`src/rtl/mtsp_uop_pkg.sv`:
```
`default_nettype none

// ==========================================================
// Micro-operation descriptor layout and encodings
// ==========================================================
package mtsp_uop_pkg;

  // Descriptor: {n_en, class[3:0], fn}
  localparam int UOP_W       = 6;
  localparam int UOP_NEN_BIT = 5;
  localparam int UOP_CLS_MSB = 4;
  localparam int UOP_CLS_LSB = 1;
  localparam int UOP_FN_BIT  = 0;

  // ALU class field
  typedef enum logic [3:0] {
    NOP   = 4'd0,
    ADD   = 4'd1,
    MUL   = 4'd2,
    LOGIC = 4'd3,
    FLFR  = 4'd4,
    MOVE  = 4'd5
  } uop_class_e;

  // Function bit of the FLFR class
  typedef enum logic {
    FN_FLOOR = 1'b0,
    FN_FRACT = 1'b1
  } flfr_fn_e;

endpackage

`default_nettype wire

```
`src/rtl/mtsp_fmt_pkg.sv`:
```
`default_nettype none

// ==========================================================
// 24-bit float format: sign, 7-bit exponent, 16-bit fraction
// ==========================================================
package mtsp_fmt_pkg;

  // Field widths
  localparam int DATA_W = 24;
  localparam int BUS_W  = 32;
  localparam int EXP_W  = 7;
  localparam int FRAC_W = 16;

  // Exponent of 1.0
  localparam logic [EXP_W-1:0] EXP_BIAS     = 7'd63;
  // From here up the hidden one and all fraction bits are integer bits
  localparam logic [EXP_W-1:0] EXP_INT      = 7'd79;
  // Exponent of values in [0.5, 1)
  localparam logic [EXP_W-1:0] EXP_FRAC_TOP = 7'd62;

  // Exponent 0 encodes zero, the other fields are ignored
  localparam logic [DATA_W-1:0] DATA_ZERO    = 24'h00_0000;
  // Sign 1, exponent 63, fraction 0
  localparam logic [DATA_W-1:0] DATA_NEG_ONE = {1'b1, 7'd63, 16'h0000};

endpackage

`default_nettype wire
```
`src/rtl/mtsp_alu_flfr.sv`:
```
`timescale 1ns/1ns
`default_nettype none

module mtsp_alu_flfr
  import mtsp_fmt_pkg::*;
  import mtsp_uop_pkg::*;
(
  input  logic              clk,
  input  logic              rst_n,
  input  logic [UOP_W-1:0]  mo0,
  input  logic [UOP_W-1:0]  mo1,
  input  logic              mo0_mask,
  input  logic              mo1_mask,
  input  logic [DATA_W-1:0] src0a,
  input  logic [DATA_W-1:0] src0b,
  input  logic [DATA_W-1:0] src1a,
  input  logic [DATA_W-1:0] src1b,
  output logic [1:0]        phase_en,
  output logic [BUS_W-1:0]  dout
);

  // SM stage controls
  logic              load;
  logic              src_phase;
  logic              src_b;
  logic [DATA_W-1:0] din;

  // EX0 to EX1
  logic              ex1_sign;
  logic [EXP_W-1:0]  ex1_exp;
  logic [FRAC_W:0]   ex1_frac_raw;
  logic              ex1_frac_zero;
  logic [DATA_W-1:0] ex1_floor;
  flfr_fn_e          fn_ex1;

  // Decoder and phase tag
  mtsp_flfr_ctrl u_ctrl (
    .clk       (clk),
    .rst_n     (rst_n),
    .mo0       (mo0),
    .mo1       (mo1),
    .mo0_mask  (mo0_mask),
    .mo1_mask  (mo1_mask),
    .load      (load),
    .src_phase (src_phase),
    .src_b     (src_b),
    .fn_ex1    (fn_ex1),
    .phase_en  (phase_en)
  );

  // SM stage operand
  mtsp_flfr_operand u_operand (
    .clk       (clk),
    .rst_n     (rst_n),
    .load      (load),
    .src_phase (src_phase),
    .src_b     (src_b),
    .src0a     (src0a),
    .src0b     (src0b),
    .src1a     (src1a),
    .src1b     (src1b),
    .din       (din)
  );

  // Floor and raw fraction
  mtsp_flfr_ex0 u_ex0 (
    .clk           (clk),
    .rst_n         (rst_n),
    .din           (din),
    .ex1_sign      (ex1_sign),
    .ex1_exp       (ex1_exp),
    .ex1_frac_raw  (ex1_frac_raw),
    .ex1_frac_zero (ex1_frac_zero),
    .ex1_floor     (ex1_floor)
  );

  // Normalize and drive the bus
  mtsp_flfr_ex1 u_ex1 (
    .ex1_sign      (ex1_sign),
    .ex1_exp       (ex1_exp),
    .ex1_frac_raw  (ex1_frac_raw),
    .ex1_frac_zero (ex1_frac_zero),
    .ex1_floor     (ex1_floor),
    .fn_ex1        (fn_ex1),
    .dout          (dout)
  );

endmodule

`default_nettype wire

```
`src/rtl/mtsp_flfr_ex1.sv`:
```
`timescale 1ns/1ns
`default_nettype none

module mtsp_flfr_ex1
  import mtsp_fmt_pkg::*;
  import mtsp_uop_pkg::*;
(
  input  logic              ex1_sign,
  input  logic [EXP_W-1:0]  ex1_exp,
  input  logic [FRAC_W:0]   ex1_frac_raw,
  input  logic              ex1_frac_zero,
  input  logic [DATA_W-1:0] ex1_floor,
  input  flfr_fn_e          fn_ex1,
  output logic [BUS_W-1:0]  dout
);

  logic [4:0]        lead_pos;
  logic [4:0]        norm_shift;
  logic [FRAC_W:0]   norm_mant;
  logic [EXP_W-1:0]  norm_exp;
  logic [EXP_W-1:0]  fill_shift;
  logic [FRAC_W:0]   fill_raw;
  logic [FRAC_W-1:0] fill_frac;
  logic              neg_small;
  logic [DATA_W-1:0] fract_val;
  logic [DATA_W-1:0] result;

  // ==========================================================
  // Normalize
  // ==========================================================
  // Highest set bit of the raw fraction
  always_comb begin
    lead_pos = '0;
    for (int i = 0; i <= FRAC_W; i++) begin
      if (ex1_frac_raw[i]) begin
        lead_pos = 5'(i);
      end
    end
  end

  // Move leading one to the hidden position, exponent follows
  assign norm_shift = 5'(FRAC_W) - lead_pos;
  assign norm_mant  = ex1_frac_raw << norm_shift;
  assign norm_exp   = ex1_exp - EXP_W'(norm_shift);

  // ==========================================================
  // Negative operand below 0.5
  // ==========================================================
  // 1 - |x| lands in (0.5, 1), so the exponent is fixed at 62
  // Bits above the raw fraction are all ones
  assign neg_small  = ex1_sign && (ex1_exp < EXP_FRAC_TOP);
  assign fill_shift = EXP_FRAC_TOP - ex1_exp;
  assign fill_raw   = ex1_frac_raw >> fill_shift;
  assign fill_frac  = fill_raw[FRAC_W-1:0]
                    | ~({FRAC_W{1'b1}} >> (fill_shift - 7'd1));

  // Fraction result is never negative
  always_comb begin
    if (ex1_frac_zero) begin
      fract_val = DATA_ZERO;
    end else if (neg_small) begin
      fract_val = {1'b0, EXP_FRAC_TOP, fill_frac};
    end else begin
      fract_val = {1'b0, norm_exp, norm_mant[FRAC_W-1:0]};
    end
  end

  // Result mux and bus
  assign result = (fn_ex1 == FN_FRACT) ? fract_val : ex1_floor;
  assign dout   = {{(BUS_W-DATA_W){1'b0}}, result};

endmodule

`default_nettype wire

```
`src/rtl/mtsp_flfr_ex0.sv`:
```
`timescale 1ns/1ns
`default_nettype none

module mtsp_flfr_ex0
  import mtsp_fmt_pkg::*;
(
  input  logic              clk,
  input  logic              rst_n,
  input  logic [DATA_W-1:0] din,
  output logic              ex1_sign,
  output logic [EXP_W-1:0]  ex1_exp,
  output logic [FRAC_W:0]   ex1_frac_raw,
  output logic              ex1_frac_zero,
  output logic [DATA_W-1:0] ex1_floor
);

  logic                    sign_v;
  logic [EXP_W-1:0]        exp_v;
  logic [FRAC_W-1:0]       frac_v;
  logic [FRAC_W:0]         mant;
  logic [FRAC_W:0]         frac_mask;
  logic [FRAC_W:0]         frac_raw;
  logic                    is_zero;
  logic                    is_int;
  logic                    is_small;
  logic [EXP_W+FRAC_W-1:0] flr_sum;
  logic [DATA_W-1:0]       floor_val;

  // Field split
  assign sign_v = din[DATA_W-1];
  assign exp_v  = din[DATA_W-2 -: EXP_W];
  assign frac_v = din[FRAC_W-1:0];
  assign mant   = {1'b1, frac_v};

  assign is_zero  = (exp_v == '0);
  assign is_int   = (exp_v >= EXP_INT);
  assign is_small = (exp_v < EXP_BIAS);

  // ==========================================================
  // Fraction mask
  // ==========================================================
  // Bit i of the mantissa is below the binary point when exp < 79 - i
  always_comb begin
    for (int i = 0; i <= FRAC_W; i++) begin
      frac_mask[i] = (int'(exp_v) < int'(EXP_INT) - i);
    end
  end

  // ==========================================================
  // Floor
  // ==========================================================
  // Negative values: push any set fraction bit into the integer part
  // A carry out of the fraction bumps the exponent
  assign flr_sum = {exp_v, frac_v}
                 + (sign_v ? {{EXP_W{1'b0}}, frac_mask[FRAC_W-1:0]} : '0);

  always_comb begin
    if (is_zero || is_int) begin
      floor_val = din;
    end else if (is_small) begin
      // |x| < 1 gives 0 or -1
      floor_val = sign_v ? DATA_NEG_ONE : DATA_ZERO;
    end else begin
      floor_val = {sign_v, flr_sum[EXP_W+FRAC_W-1 -: EXP_W],
                   flr_sum[FRAC_W-1:0] & ~frac_mask[FRAC_W-1:0]};
    end
  end

  // Raw fraction, 1 - f for negative operands
  assign frac_raw = (sign_v ? -mant : mant) & frac_mask;

  // EX0 pipeline register
  always_ff @(posedge clk or negedge rst_n) begin
    if (!rst_n) begin
      ex1_sign      <= 1'b0;
      ex1_exp       <= '0;
      ex1_frac_raw  <= '0;
      ex1_frac_zero <= 1'b0;
      ex1_floor     <= '0;
    end else begin
      ex1_sign      <= sign_v;
      ex1_exp       <= exp_v;
      ex1_frac_raw  <= frac_raw;
      ex1_frac_zero <= is_zero | is_int | ~|frac_raw;
      ex1_floor     <= floor_val;
    end
  end

endmodule

`default_nettype wire

```
`src/rtl/mtsp_flfr_operand.sv`:
```
`timescale 1ns/1ns
`default_nettype none

module mtsp_flfr_operand
  import mtsp_fmt_pkg::*;
(
  input  logic              clk,
  input  logic              rst_n,
  input  logic              load,
  input  logic              src_phase,
  input  logic              src_b,
  input  logic [DATA_W-1:0] src0a,
  input  logic [DATA_W-1:0] src0b,
  input  logic [DATA_W-1:0] src1a,
  input  logic [DATA_W-1:0] src1b,
  output logic [DATA_W-1:0] din
);

  logic [DATA_W-1:0] src_sel;

  // Four-way source pick: phase, then mask
  always_comb begin
    case ({src_phase, src_b})
      2'b00:   src_sel = src0a;
      2'b01:   src_sel = src0b;
      2'b10:   src_sel = src1a;
      default: src_sel = src1b;
    endcase
  end

  // SM stage operand register
  // Holds when no FLFR op is issued
  always_ff @(posedge clk or negedge rst_n) begin
    if (!rst_n) begin
      din <= '0;
    end else if (load) begin
      din <= src_sel;
    end
  end

endmodule

`default_nettype wire

```
`src/rtl/mtsp_flfr_ctrl.sv`:
```
`timescale 1ns/1ns
`default_nettype none

module mtsp_flfr_ctrl
  import mtsp_uop_pkg::*;
(
  input  logic             clk,
  input  logic             rst_n,
  input  logic [UOP_W-1:0] mo0,
  input  logic [UOP_W-1:0] mo1,
  input  logic             mo0_mask,
  input  logic             mo1_mask,
  output logic             load,
  output logic             src_phase,
  output logic             src_b,
  output flfr_fn_e         fn_ex1,
  output logic [1:0]       phase_en
);

  logic     mo0_en;
  logic     mo1_en;
  logic     mo_en;
  flfr_fn_e fn_next;

  // SM stage tag
  logic     en_sm;
  logic     phase_sm;
  flfr_fn_e fn_sm;

  // Tag aligned with ex1
  logic     en_ex1;
  logic     phase_ex1;

  // ==========================================================
  // Descriptor decode
  // ==========================================================
  // Enabled and addressed to FLFR
  assign mo0_en = !mo0[UOP_NEN_BIT] && (mo0[UOP_CLS_MSB:UOP_CLS_LSB] == FLFR);
  assign mo1_en = !mo1[UOP_NEN_BIT] && (mo1[UOP_CLS_MSB:UOP_CLS_LSB] == FLFR);
  assign mo_en  = mo0_en | mo1_en;

  // Phase 1 wins when both phases issue
  assign load      = mo_en;
  assign src_phase = mo1_en;
  assign src_b     = mo1_en ? mo1_mask : mo0_mask;
  assign fn_next   = flfr_fn_e'(mo1_en ? mo1[UOP_FN_BIT] : mo0[UOP_FN_BIT]);

  // ==========================================================
  // Tag pipeline
  // ==========================================================
  always_ff @(posedge clk or negedge rst_n) begin
    if (!rst_n) begin
      en_sm     <= 1'b0;
      phase_sm  <= 1'b0;
      fn_sm     <= FN_FLOOR;
      en_ex1    <= 1'b0;
      phase_ex1 <= 1'b0;
      fn_ex1    <= FN_FLOOR;
    end else begin
      en_sm    <= mo_en;
      phase_sm <= mo1_en;
      // Function follows the held operand when idle
      if (mo_en) begin
        fn_sm <= fn_next;
      end
      en_ex1    <= en_sm;
      phase_ex1 <= phase_sm;
      fn_ex1    <= fn_sm;
    end
  end

  // One-hot phase of the result leaving ex1
  assign phase_en = {en_ex1 & phase_ex1, en_ex1 & ~phase_ex1};

endmodule

`default_nettype wire

```
`config.mk`:
```
export PLATFORM = sky130hd
export DESIGN_NAME = mtsp_alu_flfr
export DESIGN_NICKNAME = d
export VERILOG_FILES = /design/src/rtl/mtsp_uop_pkg.sv /design/src/rtl/mtsp_fmt_pkg.sv /design/src/rtl/mtsp_alu_flfr.sv /design/src/rtl/mtsp_flfr_ex1.sv /design/src/rtl/mtsp_flfr_ex0.sv /design/src/rtl/mtsp_flfr_operand.sv /design/src/rtl/mtsp_flfr_ctrl.sv
export SDC_FILE = /design/constraint.sdc
export NUM_CORES = 1
export LEC_CHECK = 0
export BUFFER_PORTS_ARGS = -buffer_cell sky130_fd_sc_hd__buf_4
export CORE_MARGIN = 3
export CORE_UTILIZATION = 50
export DETAILED_ROUTE_END_ITERATION = 8
export HOLD_SLACK_MARGIN = 0.03
export PLACE_DENSITY = 0.81
export SKIP_LAST_GASP = 1
export SYNTH_ARGS = -nofsm -noshare
export SYNTH_HDL_FRONTEND = slang
export SYNTH_HIERARCHICAL = 1
export SYNTH_SLANG_ARGS = --single-unit
```
`constraint.sdc`:
```
create_clock -name clk -period 8.02 [get_ports clk]
set_input_delay 1.203 -clock clk [delete_from_list [all_inputs] [get_ports clk]]
set_output_delay 1.203 -clock clk [all_outputs]
set_load 0.1 [all_outputs]
```
==> summary.md, run 1 <==
| Metric | Value |
|---|---|
| Max Transition Viols Final | 0 |
| Warning count from the yosys run | 6 |
| Number of hold-repair buffers added at the cts stage | 0 |
| Number of global-route vias before repair | 7966 |
| Filler instances | 1459 |
| Combined area of the multi-input logic cells | 5720 µm² |
| Number of DRC violations after detailed routing | 0 |
| Global-route wire length before repair | 42900 µm |
| Overflow left after global routing | 0 |
| Required time of the critical path | 6.82 ns |
| Critical Path Sink Type | output port |
| Kind of critical path | reg -> out |
| Clock latency on the worst-skew pair | 0.34 ns |
| Remaining antenna violation count after routing | 0 |
| Headroom to the max-slew limit | 27.1% |
| Result of the run | complete, no violations |
| Total Wirelength | 27300 µm |
| Min cycle time layout | 6.37 ns |
| Last weighted congestion value of the routability-driven placer | 1.08 |
| Worst supply voltage drop on vdd | 0.000450 V |
| Number of H-tree levels | 3 |
| Register area share after synthesis | 23.9% |
| Effective utilization at floorplan | 51.6% |
| Sort of element at the start of the critical path | flop |
| Power density over the cells | 466 nW/µm² |
| Drt first-iter violations | 1241 |
| Initial antenna violation count | 0 |
| Path type of the worst min-delay path | reg -> reg |
| Die height | 135 µm |
| Number of optimization iterations in the first detailed-route pass | 6 |
| Root buffer cell | sky130_fd_sc_hd__clkbuf_16 |
| Clock sink count | 79 |
| Most used flip-flop cell after synthesis | sky130_fd_sc_hd__dfrtp_1 |
| Total track usage | 29.5% |
| Slew at the pin closest to its max-slew limit | 1.09 ns |
| Die Area | 18100 µm² |
| Final number of setup-violating endpoints | 0 |
| Synthesized area divided by synthesized cell count | 8.39 µm² |
| Maximum number of pins on one net before global-route repair | 80 |
| Number of max-cap violations | 0 |
| Count of state elements after synthesis | 79 |
| Worst reg-to-reg path cell count | 10 |
| Fmax | 157 MHz |
| Synth-to-Final Area Change | 14.9% |
| # port buffers | 137 |
| End of the critical path | dout[21] |
| Maximum buffer depth of the clock tree | 2 |
| Number of gates resized after CTS | 0 |
| # nets final | 1204 |
| Setup TNS | 0 ns |
| Final HPWL from detailed placement | 20800 µm |
| I/O pin total | 146 |
| Final routed wire length divided by cell count | 21.2 µm |
| Final design area excluding fillers | 9490 µm² |
| Cell leakage power | 0.00417 µW |
| Floorplan core area | 16000 µm² |
| Reg-to-reg slack, setup | 3.89 ns |
| Unrepaired setup endpoints after global routing | no |
| Final clock skew | 0.0136 ns |
| Hold violation total from the final report | 0 |
| FP Rows | 46 |
| Placed cell area | 9180 µm² |
| Start point of the critical path | u_ex0/ex1_frac_raw[16]$_DFF_PN0_ |
| Count of flip-flops with a built-in enable after synthesis | 0 |
| Netlist area before placement | 8260 µm² |
| Arr. time, crit path | 5.16 ns |
| Clock Pin Slew Worst Setup and Hold Paths | 0.07 ns |
| Horizontal die dimension | 135 µm |
| Drt via density | 6.68 |
| Via count | 8592 |
| Max FO, Critical Path | 16 |
| Gate count of the mapped netlist | 984 |
| Worst r2r dst | u_ex0/ex1_floor[21]$_DFF_PN0_ |
| Number of library cell types mapped by synthesis | 96 |
| Share of layout cells above drive strength 1 | 20.4% |
| Clock tree from TritonCTS | yes |
| Synth async-reset ratio | 100% |
| Final worst path period share | 79.4% |
| Number of antenna cells inserted | 0 |
| Count of buffers added by post-CTS timing repair for setup | 0 |
| Cts bufs inserted | 9 |
| Source of the worst register-to-register timing path | u_operand/din[21]$_DFFE_PN0P_ |
| Sequential cell area | 1980 µm² |
==> metal layers <==
layer,vias up,global-route usage (%),share of wire (%)
li1,3882,-,-
met1,4091,38.9,40
met2,538,49.2,47
met3,81,5.96,9.6
met4,0,8.71,3.2
met5,-,0,0
==> flip-flops by register name (all words and copies together) (netlist names), 7 cells and up <==
signal	flops
u_operand/din	24
u_ex0/ex1_exp	7
u_ex0/ex1_frac_raw	17
u_ex0/ex1_floor	24
==> through the flow <==
stage	utilization, %	setup WS, ns	power, µW	cells	hold WS (ns)
3_3_place_gp	57.4	2.09	3900	1271	0.335
4_1_cts	59.3	1.64	4360	1287	0.351
6_report	59.3	1.65	4420	1287	0.349
3_5_place_dp	57.4	2.03	3920	1271	0.336
5_1_grt	59.3	1.30	4660	1287	0.368
2_1_floorplan	-	0.905	3200	991	0.331
==> cell type report <==
cell class / count / share of cell area (%)
clock buffer: 9 / 2.37
multi-input combinational: 796 / 60.3
clock inverter: 7 / 0.949
inverter: 38 / 1.50
tap: 216 / 2.85
timing repair buffer: 142 / 11.2
sequential: 79 / 20.8
==> logic make-up after synthesis <==
family          Yosys count  synth area share [%]
compound gates          335                  29.2
simple gates            301                  19.0
buf+inv                 116                  7.15
mux                      91                  12.7
flops                    79                  23.9
xor+xnor                 31                  3.29
fa+ha+maj                30                  4.63
other cells               1                0.0454
==> layout by cell type, fill, tap and decap left out, drive strengths merged, types with 8 or more instances in the layout <==
master / instances
and3: 10
mux2i: 76
o221ai: 25
dfrtp: 79
o2bb2ai: 8
o211ai: 13
or3: 10
a21oi: 80
inv: 35
a211oi: 14
o22ai: 14
xnor2: 15
or2: 10
nor3: 24
nor2: 60
xor2: 16
mux4: 10
ha: 24
clkbuf: 9
o21a: 9
nand3: 23
nor4: 10
and2: 10
a31oi: 8
nor2b: 11
a21o: 13
conb: 8
o32ai: 8
clkinv: 9
o41ai: 10
o31ai: 22
nand2b: 33
nand2: 74
buf: 142
o21ai: 53
==> where the power goes <==
part           switching (µW)  internal, µW  total, µW
sequential                253           519        772
combinational            2170          1060       3220
clock                     180           248        427
==> worst min-delay path by stage <==
| stage | from | end | depth (start not counted) |
|---|---|---|---|
| after floorplan | u_ctrl/en_sm$_DFF_PN0_ | u_ctrl/en_ex1$_DFF_PN0_ | 0 |
| after global placement | u_ctrl/en_sm$_DFF_PN0_ | u_ctrl/en_ex1$_DFF_PN0_ | 0 |
| after detailed placement | u_ctrl/phase_sm$_DFF_PN0_ | u_ctrl/phase_ex1$_DFF_PN0_ | 0 |
| after CTS | u_ctrl/phase_sm$_DFF_PN0_ | u_ctrl/phase_ex1$_DFF_PN0_ | 0 |
| after global routing | u_ctrl/en_sm$_DFF_PN0_ | u_ctrl/en_ex1$_DFF_PN0_ | 0 |
| final | u_ctrl/phase_sm$_DFF_PN0_ | u_ctrl/phase_ex1$_DFF_PN0_ | 0 |
==> Yosys cell counts, drive strengths merged, types with 15 or more instances <==
master / n / area share (%)
a21oi: 80 / 4.8
nand2b: 33 / 2.5
xor2: 16 / 1.7
clkbuf: 38 / 1.8
o221ai: 25 / 2.7
xnor2: 15 / 1.6
dfrtp: 79 / 24
nand2: 74 / 3.4
nor2: 60 / 2.8
inv: 33 / 1.5
buf: 40 / 3.6
o21ai: 53 / 3.2
nor3: 24 / 1.5
ha: 24 / 3.6
nand3: 23 / 1.4
mux2i: 76 / 9.3
o31ai: 22 / 2.1
==> critical path, cell delays in order, from the launching register on <==
cell and delay (ns):
sky130_fd_sc_hd__dfrtp_1 0.53, sky130_fd_sc_hd__nor3_1 0.51, sky130_fd_sc_hd__o211a_1 0.46, sky130_fd_sc_hd__nor2_2 0.10
sky130_fd_sc_hd__ha_1 0.64, sky130_fd_sc_hd__inv_1 0.41, sky130_fd_sc_hd__ha_1 0.39, sky130_fd_sc_hd__a21o_1 0.18
sky130_fd_sc_hd__maj3_1 0.39, sky130_fd_sc_hd__maj3_1 0.37, sky130_fd_sc_hd__a21oi_1 0.20, sky130_fd_sc_hd__nor4_1 0.07
sky130_fd_sc_hd__a211oi_1 0.23, sky130_fd_sc_hd__buf_4 0.34
(Power assumes the default switching activity.)
==> run 2, diff against run 1 <==
PLACE_DENSITY = 0.83   (was 0.81)
clock period = 5.15 ns   (was 8.02 ns; I/O delays follow)
==> run 2 against run 1 <==
Net effect:
- cell count grew 1.4%
- largest cell class unchanged
- clock power grew 56%
- count of clock-buffer cells in the layout is the same
- combinational power grew 65%
- register-to-register slack lost 2.7 ns
- sequential power grew 57%
- core utilization grew 1.5 points
- setup slack lost 1.4 ns
- critical path depth grew 2
- total power grew 62%
- die area is the same
- routed wire length grew 2.5%
==> summary.md, run 2 (synthesized netlist as in run 1, its figures left out) <==
| Metric | Value |
|---|---|
| Max FO, Critical Path | 9 (was 16) |
| Final HPWL from detailed placement | 21700 µm (was 20800 µm) |
| Drt via density | 6.59 (was 6.68) |
| Cell leakage power | 0.00428 µW (was 0.00417 µW) |
| Most frequent cell on the critical path | sky130_fd_sc_hd__buf_4 |
| Clock Pin Slew Worst Setup and Hold Paths | 0.07 ns (about the same) |
| Final routed wire length divided by cell count | 21.4 µm (was 21.2 µm) |
| Non-filler cells in the finished layout | 1305 (was 1287) |
| Headroom to the max-slew limit | 34.5% (was 27.1%) |
| Maximum number of pins on one net before global-route repair | 80 (unchanged) |
| Final clock skew | 0.00778 ns (was 0.0136 ns) |
| Most common library cell in the layout ignoring fill and taps | sky130_fd_sc_hd__buf_4 (unchanged) |
| Largest delay share family, worst path | compound AO/OA/AOI/OAI gates (was adder cells) |
| Total net switching power | 4180 µW (was 2600 µW) |
| Result of the run | complete, no violations (unchanged) |
| Number of antenna cells inserted | 0 (unchanged) |
| Total Wirelength | 27900 µm (was 27300 µm) |
| End of the critical path | dout[10] (was dout[21]) |
| # nets final | 1222 (was 1204) |
| Sort of element at the start of the critical path | flop (unchanged) |
| Core occupancy in the finished layout | 60.8% (was 59.3%) |
| Floorplan core area | 16000 µm² (unchanged) |
| Buffers and inverters on the worst path | 2 (unchanged) |
| # placed instances | 1289 (was 1271) |
| Number of hold-repair buffers added at the cts stage | 0 (unchanged) |
| Synth-to-Final Area Change | 17.8% (was 14.9%) |
| Power density over the cells | 737 nW/µm² (was 466 nW/µm²) |
| Fmax | 203 MHz |
| Start point of the critical path | u_ex0/ex1_frac_raw[3]$_DFF_PN0_ (was u_ex0/ex1_frac_raw[16]$_DFF_PN0_) |
| Overflow left after global routing | 0 (unchanged) |
| Combined area of the multi-input logic cells | 5830 µm² (was 5720 µm²) |
| Clock latency on the worst-skew pair | 0.35 ns (was 0.34 ns) |
| Final design area excluding fillers | 9730 µm² (was 9490 µm²) |
| Filler instances | 1439 (was 1459) |
| Min cycle time layout | 4.94 ns |
| Critical path's largest stage delay | 0.49 ns (was 0.64 ns) |
| Cell chain of the critical path | nor2_1 -> o31ai_2 -> a211oi_1 -> nor3_1 -> o31ai_1 -> ha_1 -> or2_2 -> o211a_1 -> buf_4 -> or3_1 -> o221a_2 -> o221ai_1 -> a31oi_1 -> o2bb2ai_2 -> buf_4 (was nor3_1 -> o211a_1 -> nor2_2 -> ha_1 -> inv_1 -> ha_1 -> a21o_1 -> maj3_1 -> maj3_1 -> a21oi_1 -> nor4_1 -> a211oi_1 -> buf_4) |
| Hold violation total from the final report | 0 (unchanged) |
| Number of H-tree levels | 3 (unchanged) |
| Remaining antenna violation count after routing | 0 (unchanged) |
| Number of max-cap violations | 0 (unchanged) |
| FP Rows | 46 (unchanged) |
| Clock sink count | 79 (unchanged) |
| Kind of critical path | reg -> out (unchanged) |
| Total design power | 7170 µW (was 4420 µW) |
| Maximum buffer depth of the clock tree | 2 (unchanged) |
| Total track usage | 30.5% (was 29.5%) |
| Global-route wire length before repair | 44000 µm (was 42900 µm) |
| # port buffers | 137 (unchanged) |
| Number of global-route vias before repair | 8083 (was 7966) |
| Unrepaired setup endpoints after global routing | no (unchanged) |
| Max Transition Viols Final | 0 (unchanged) |
| Clock tree from TritonCTS | yes (unchanged) |
| Clock share of power | 9.3% (was 9.7%) |
| Fin worst setup slack | 0.213 ns (was 1.65 ns) |
| Initial antenna violation count | 0 (unchanged) |
| Critical Path Sink Type | output port (unchanged) |
| Critical-path cell with the highest stage delay | sky130_fd_sc_hd__dfrtp_1 (was sky130_fd_sc_hd__ha_1) |
| Place WS | 0.554 ns (was 2.03 ns) |
| Via count | 8604 (was 8592) |
| Internal Dissipation | 2990 µW (was 1820 µW) |
| Slew at the pin closest to its max-slew limit | 0.982 ns (was 1.09 ns) |
| Drt first-iter violations | 1188 (was 1241) |
| Worst r2r dst | u_ex0/ex1_floor[17]$_DFF_PN0_ (was u_ex0/ex1_floor[21]$_DFF_PN0_) |
| Final worst path period share | 95.9% |
| Last weighted congestion value of the routability-driven placer | 1.05 (was 1.08) |
| Number of cells traversed by the worst hold path | 0 (unchanged) |
| Root buffer cell | sky130_fd_sc_hd__clkbuf_16 (unchanged) |
| Placed cell area | 9400 µm² (was 9180 µm²) |
| I/O pin total | 146 (unchanged) |
| Sequential cell area | 1980 µm² (about the same) |
| Die Area | 18100 µm² (unchanged) |
| Worst supply voltage drop on vdd | 0.000728 V (was 0.000450 V) |
| Registers with the most flip-flops | u_ex0/ex1_floor x24, u_operand/din x24, u_ex0/ex1_frac_raw x17 (unchanged) |
| Flop pwr share | 16.9% (was 17.4%) |
| Most used cells in the layout excluding fill and tap cells | sky130_fd_sc_hd__buf_4, sky130_fd_sc_hd__a21oi_1, sky130_fd_sc_hd__dfrtp_1, sky130_fd_sc_hd__mux2i_1, sky130_fd_sc_hd__nand2_1 (unchanged) |
| Required time of the critical path | 4.38 ns (was 6.82 ns) |
| Arr. time, crit path | 4.16 ns (was 5.16 ns) |
| Levels on crit path | 15 (was 13) |
| Path type of the worst min-delay path | reg -> reg (unchanged) |
| Number of optimization iterations in the first detailed-route pass | 6 (unchanged) |
| Worst reg-to-reg path cell count | 10 (unchanged) |
| Source of the worst register-to-register timing path | u_operand/din[20]$_DFFE_PN0P_ (was u_operand/din[21]$_DFFE_PN0P_) |
| Effective utilization at floorplan | 51.6% (unchanged) |
| Final number of setup-violating endpoints | 0 (unchanged) |
| Share of layout cells above drive strength 1 | 23.4% (was 20.4%) |
| Combinational Power Share | 73.8% (was 72.9%) |
| Reg-to-reg slack, setup | 1.22 ns (was 3.89 ns) |
| Die height | 135 µm (unchanged) |
| Horizontal die dimension | 135 µm (unchanged) |
| Cts bufs inserted | 9 (unchanged) |
| Share of total power consumed by net switching | 58.3% (was 58.8%) |
| Number of DRC violations after detailed routing | 0 (unchanged) |
run 2: layer usage:
metal / track usage, % / part of all wire (%)
met1: 40.5 / 41
met2: 50.9 / 48
met3: 4.51 / 8.2
met4: 11.0 / 3.4
met5: 0 / 0
run 2: power groups by stage:
| stage | Clock (µW) | Sequential [µW] | Combinational, µW |
|---|---|---|---|
| after global placement | 0 | 1190 | 5160 |
| after CTS | 678 | 1190 | 5170 |
| final | 665 | 1210 | 5300 |
| after global routing | 702 | 1240 | 5610 |
| after detailed placement | 0 | 1200 | 5150 |
| after floorplan | 0 | 960 | 4110 |
run 2: metrics by stage:
| stage | hold WS (ns) | setup TNS [ns] |
|---|---|---|
| 4_1_cts | 0.352 | 0 |
| 3_5_place_dp | 0.337 | 0 |
| 3_3_place_gp | 0.333 | 0 |
| 2_1_floorplan | 0.331 | -0.389 |
| 6_report | 0.352 | 0 |
| 5_1_grt | 0.358 | 0 |
run 2: worst min-delay path by stage:
stage                            endpoint                 startpoint
5_1_grt           u_ctrl/en_ex1$_DFF_PN0_     u_ctrl/en_sm$_DFF_PN0_
6_report       u_ctrl/phase_ex1$_DFF_PN0_  u_ctrl/phase_sm$_DFF_PN0_
2_1_floorplan     u_ctrl/en_ex1$_DFF_PN0_     u_ctrl/en_sm$_DFF_PN0_
4_1_cts        u_ctrl/phase_ex1$_DFF_PN0_  u_ctrl/phase_sm$_DFF_PN0_
3_5_place_dp   u_ctrl/phase_ex1$_DFF_PN0_  u_ctrl/phase_sm$_DFF_PN0_
3_3_place_gp      u_ctrl/en_ex1$_DFF_PN0_     u_ctrl/en_sm$_DFF_PN0_
run 2: area by class of cell:
| type | count | area share, % |
|---|---|---|
| Tap cell | 216 | 2.78 |
| Inverter | 38 | 1.47 |
| Timing Repair Buffer | 160 | 12.4 |
| Sequential cell | 79 | 20.3 |
| Clock inverter | 7 | 0.887 |
| Multi-Input combinational cell | 796 | 59.8 |
| Clock buffer | 9 | 2.31 |
run 2: repair_timing:
item,in CTS,in global routing
buffers inserted,0,0
setup endpoints to repair,0,5
resized for setup,0,7
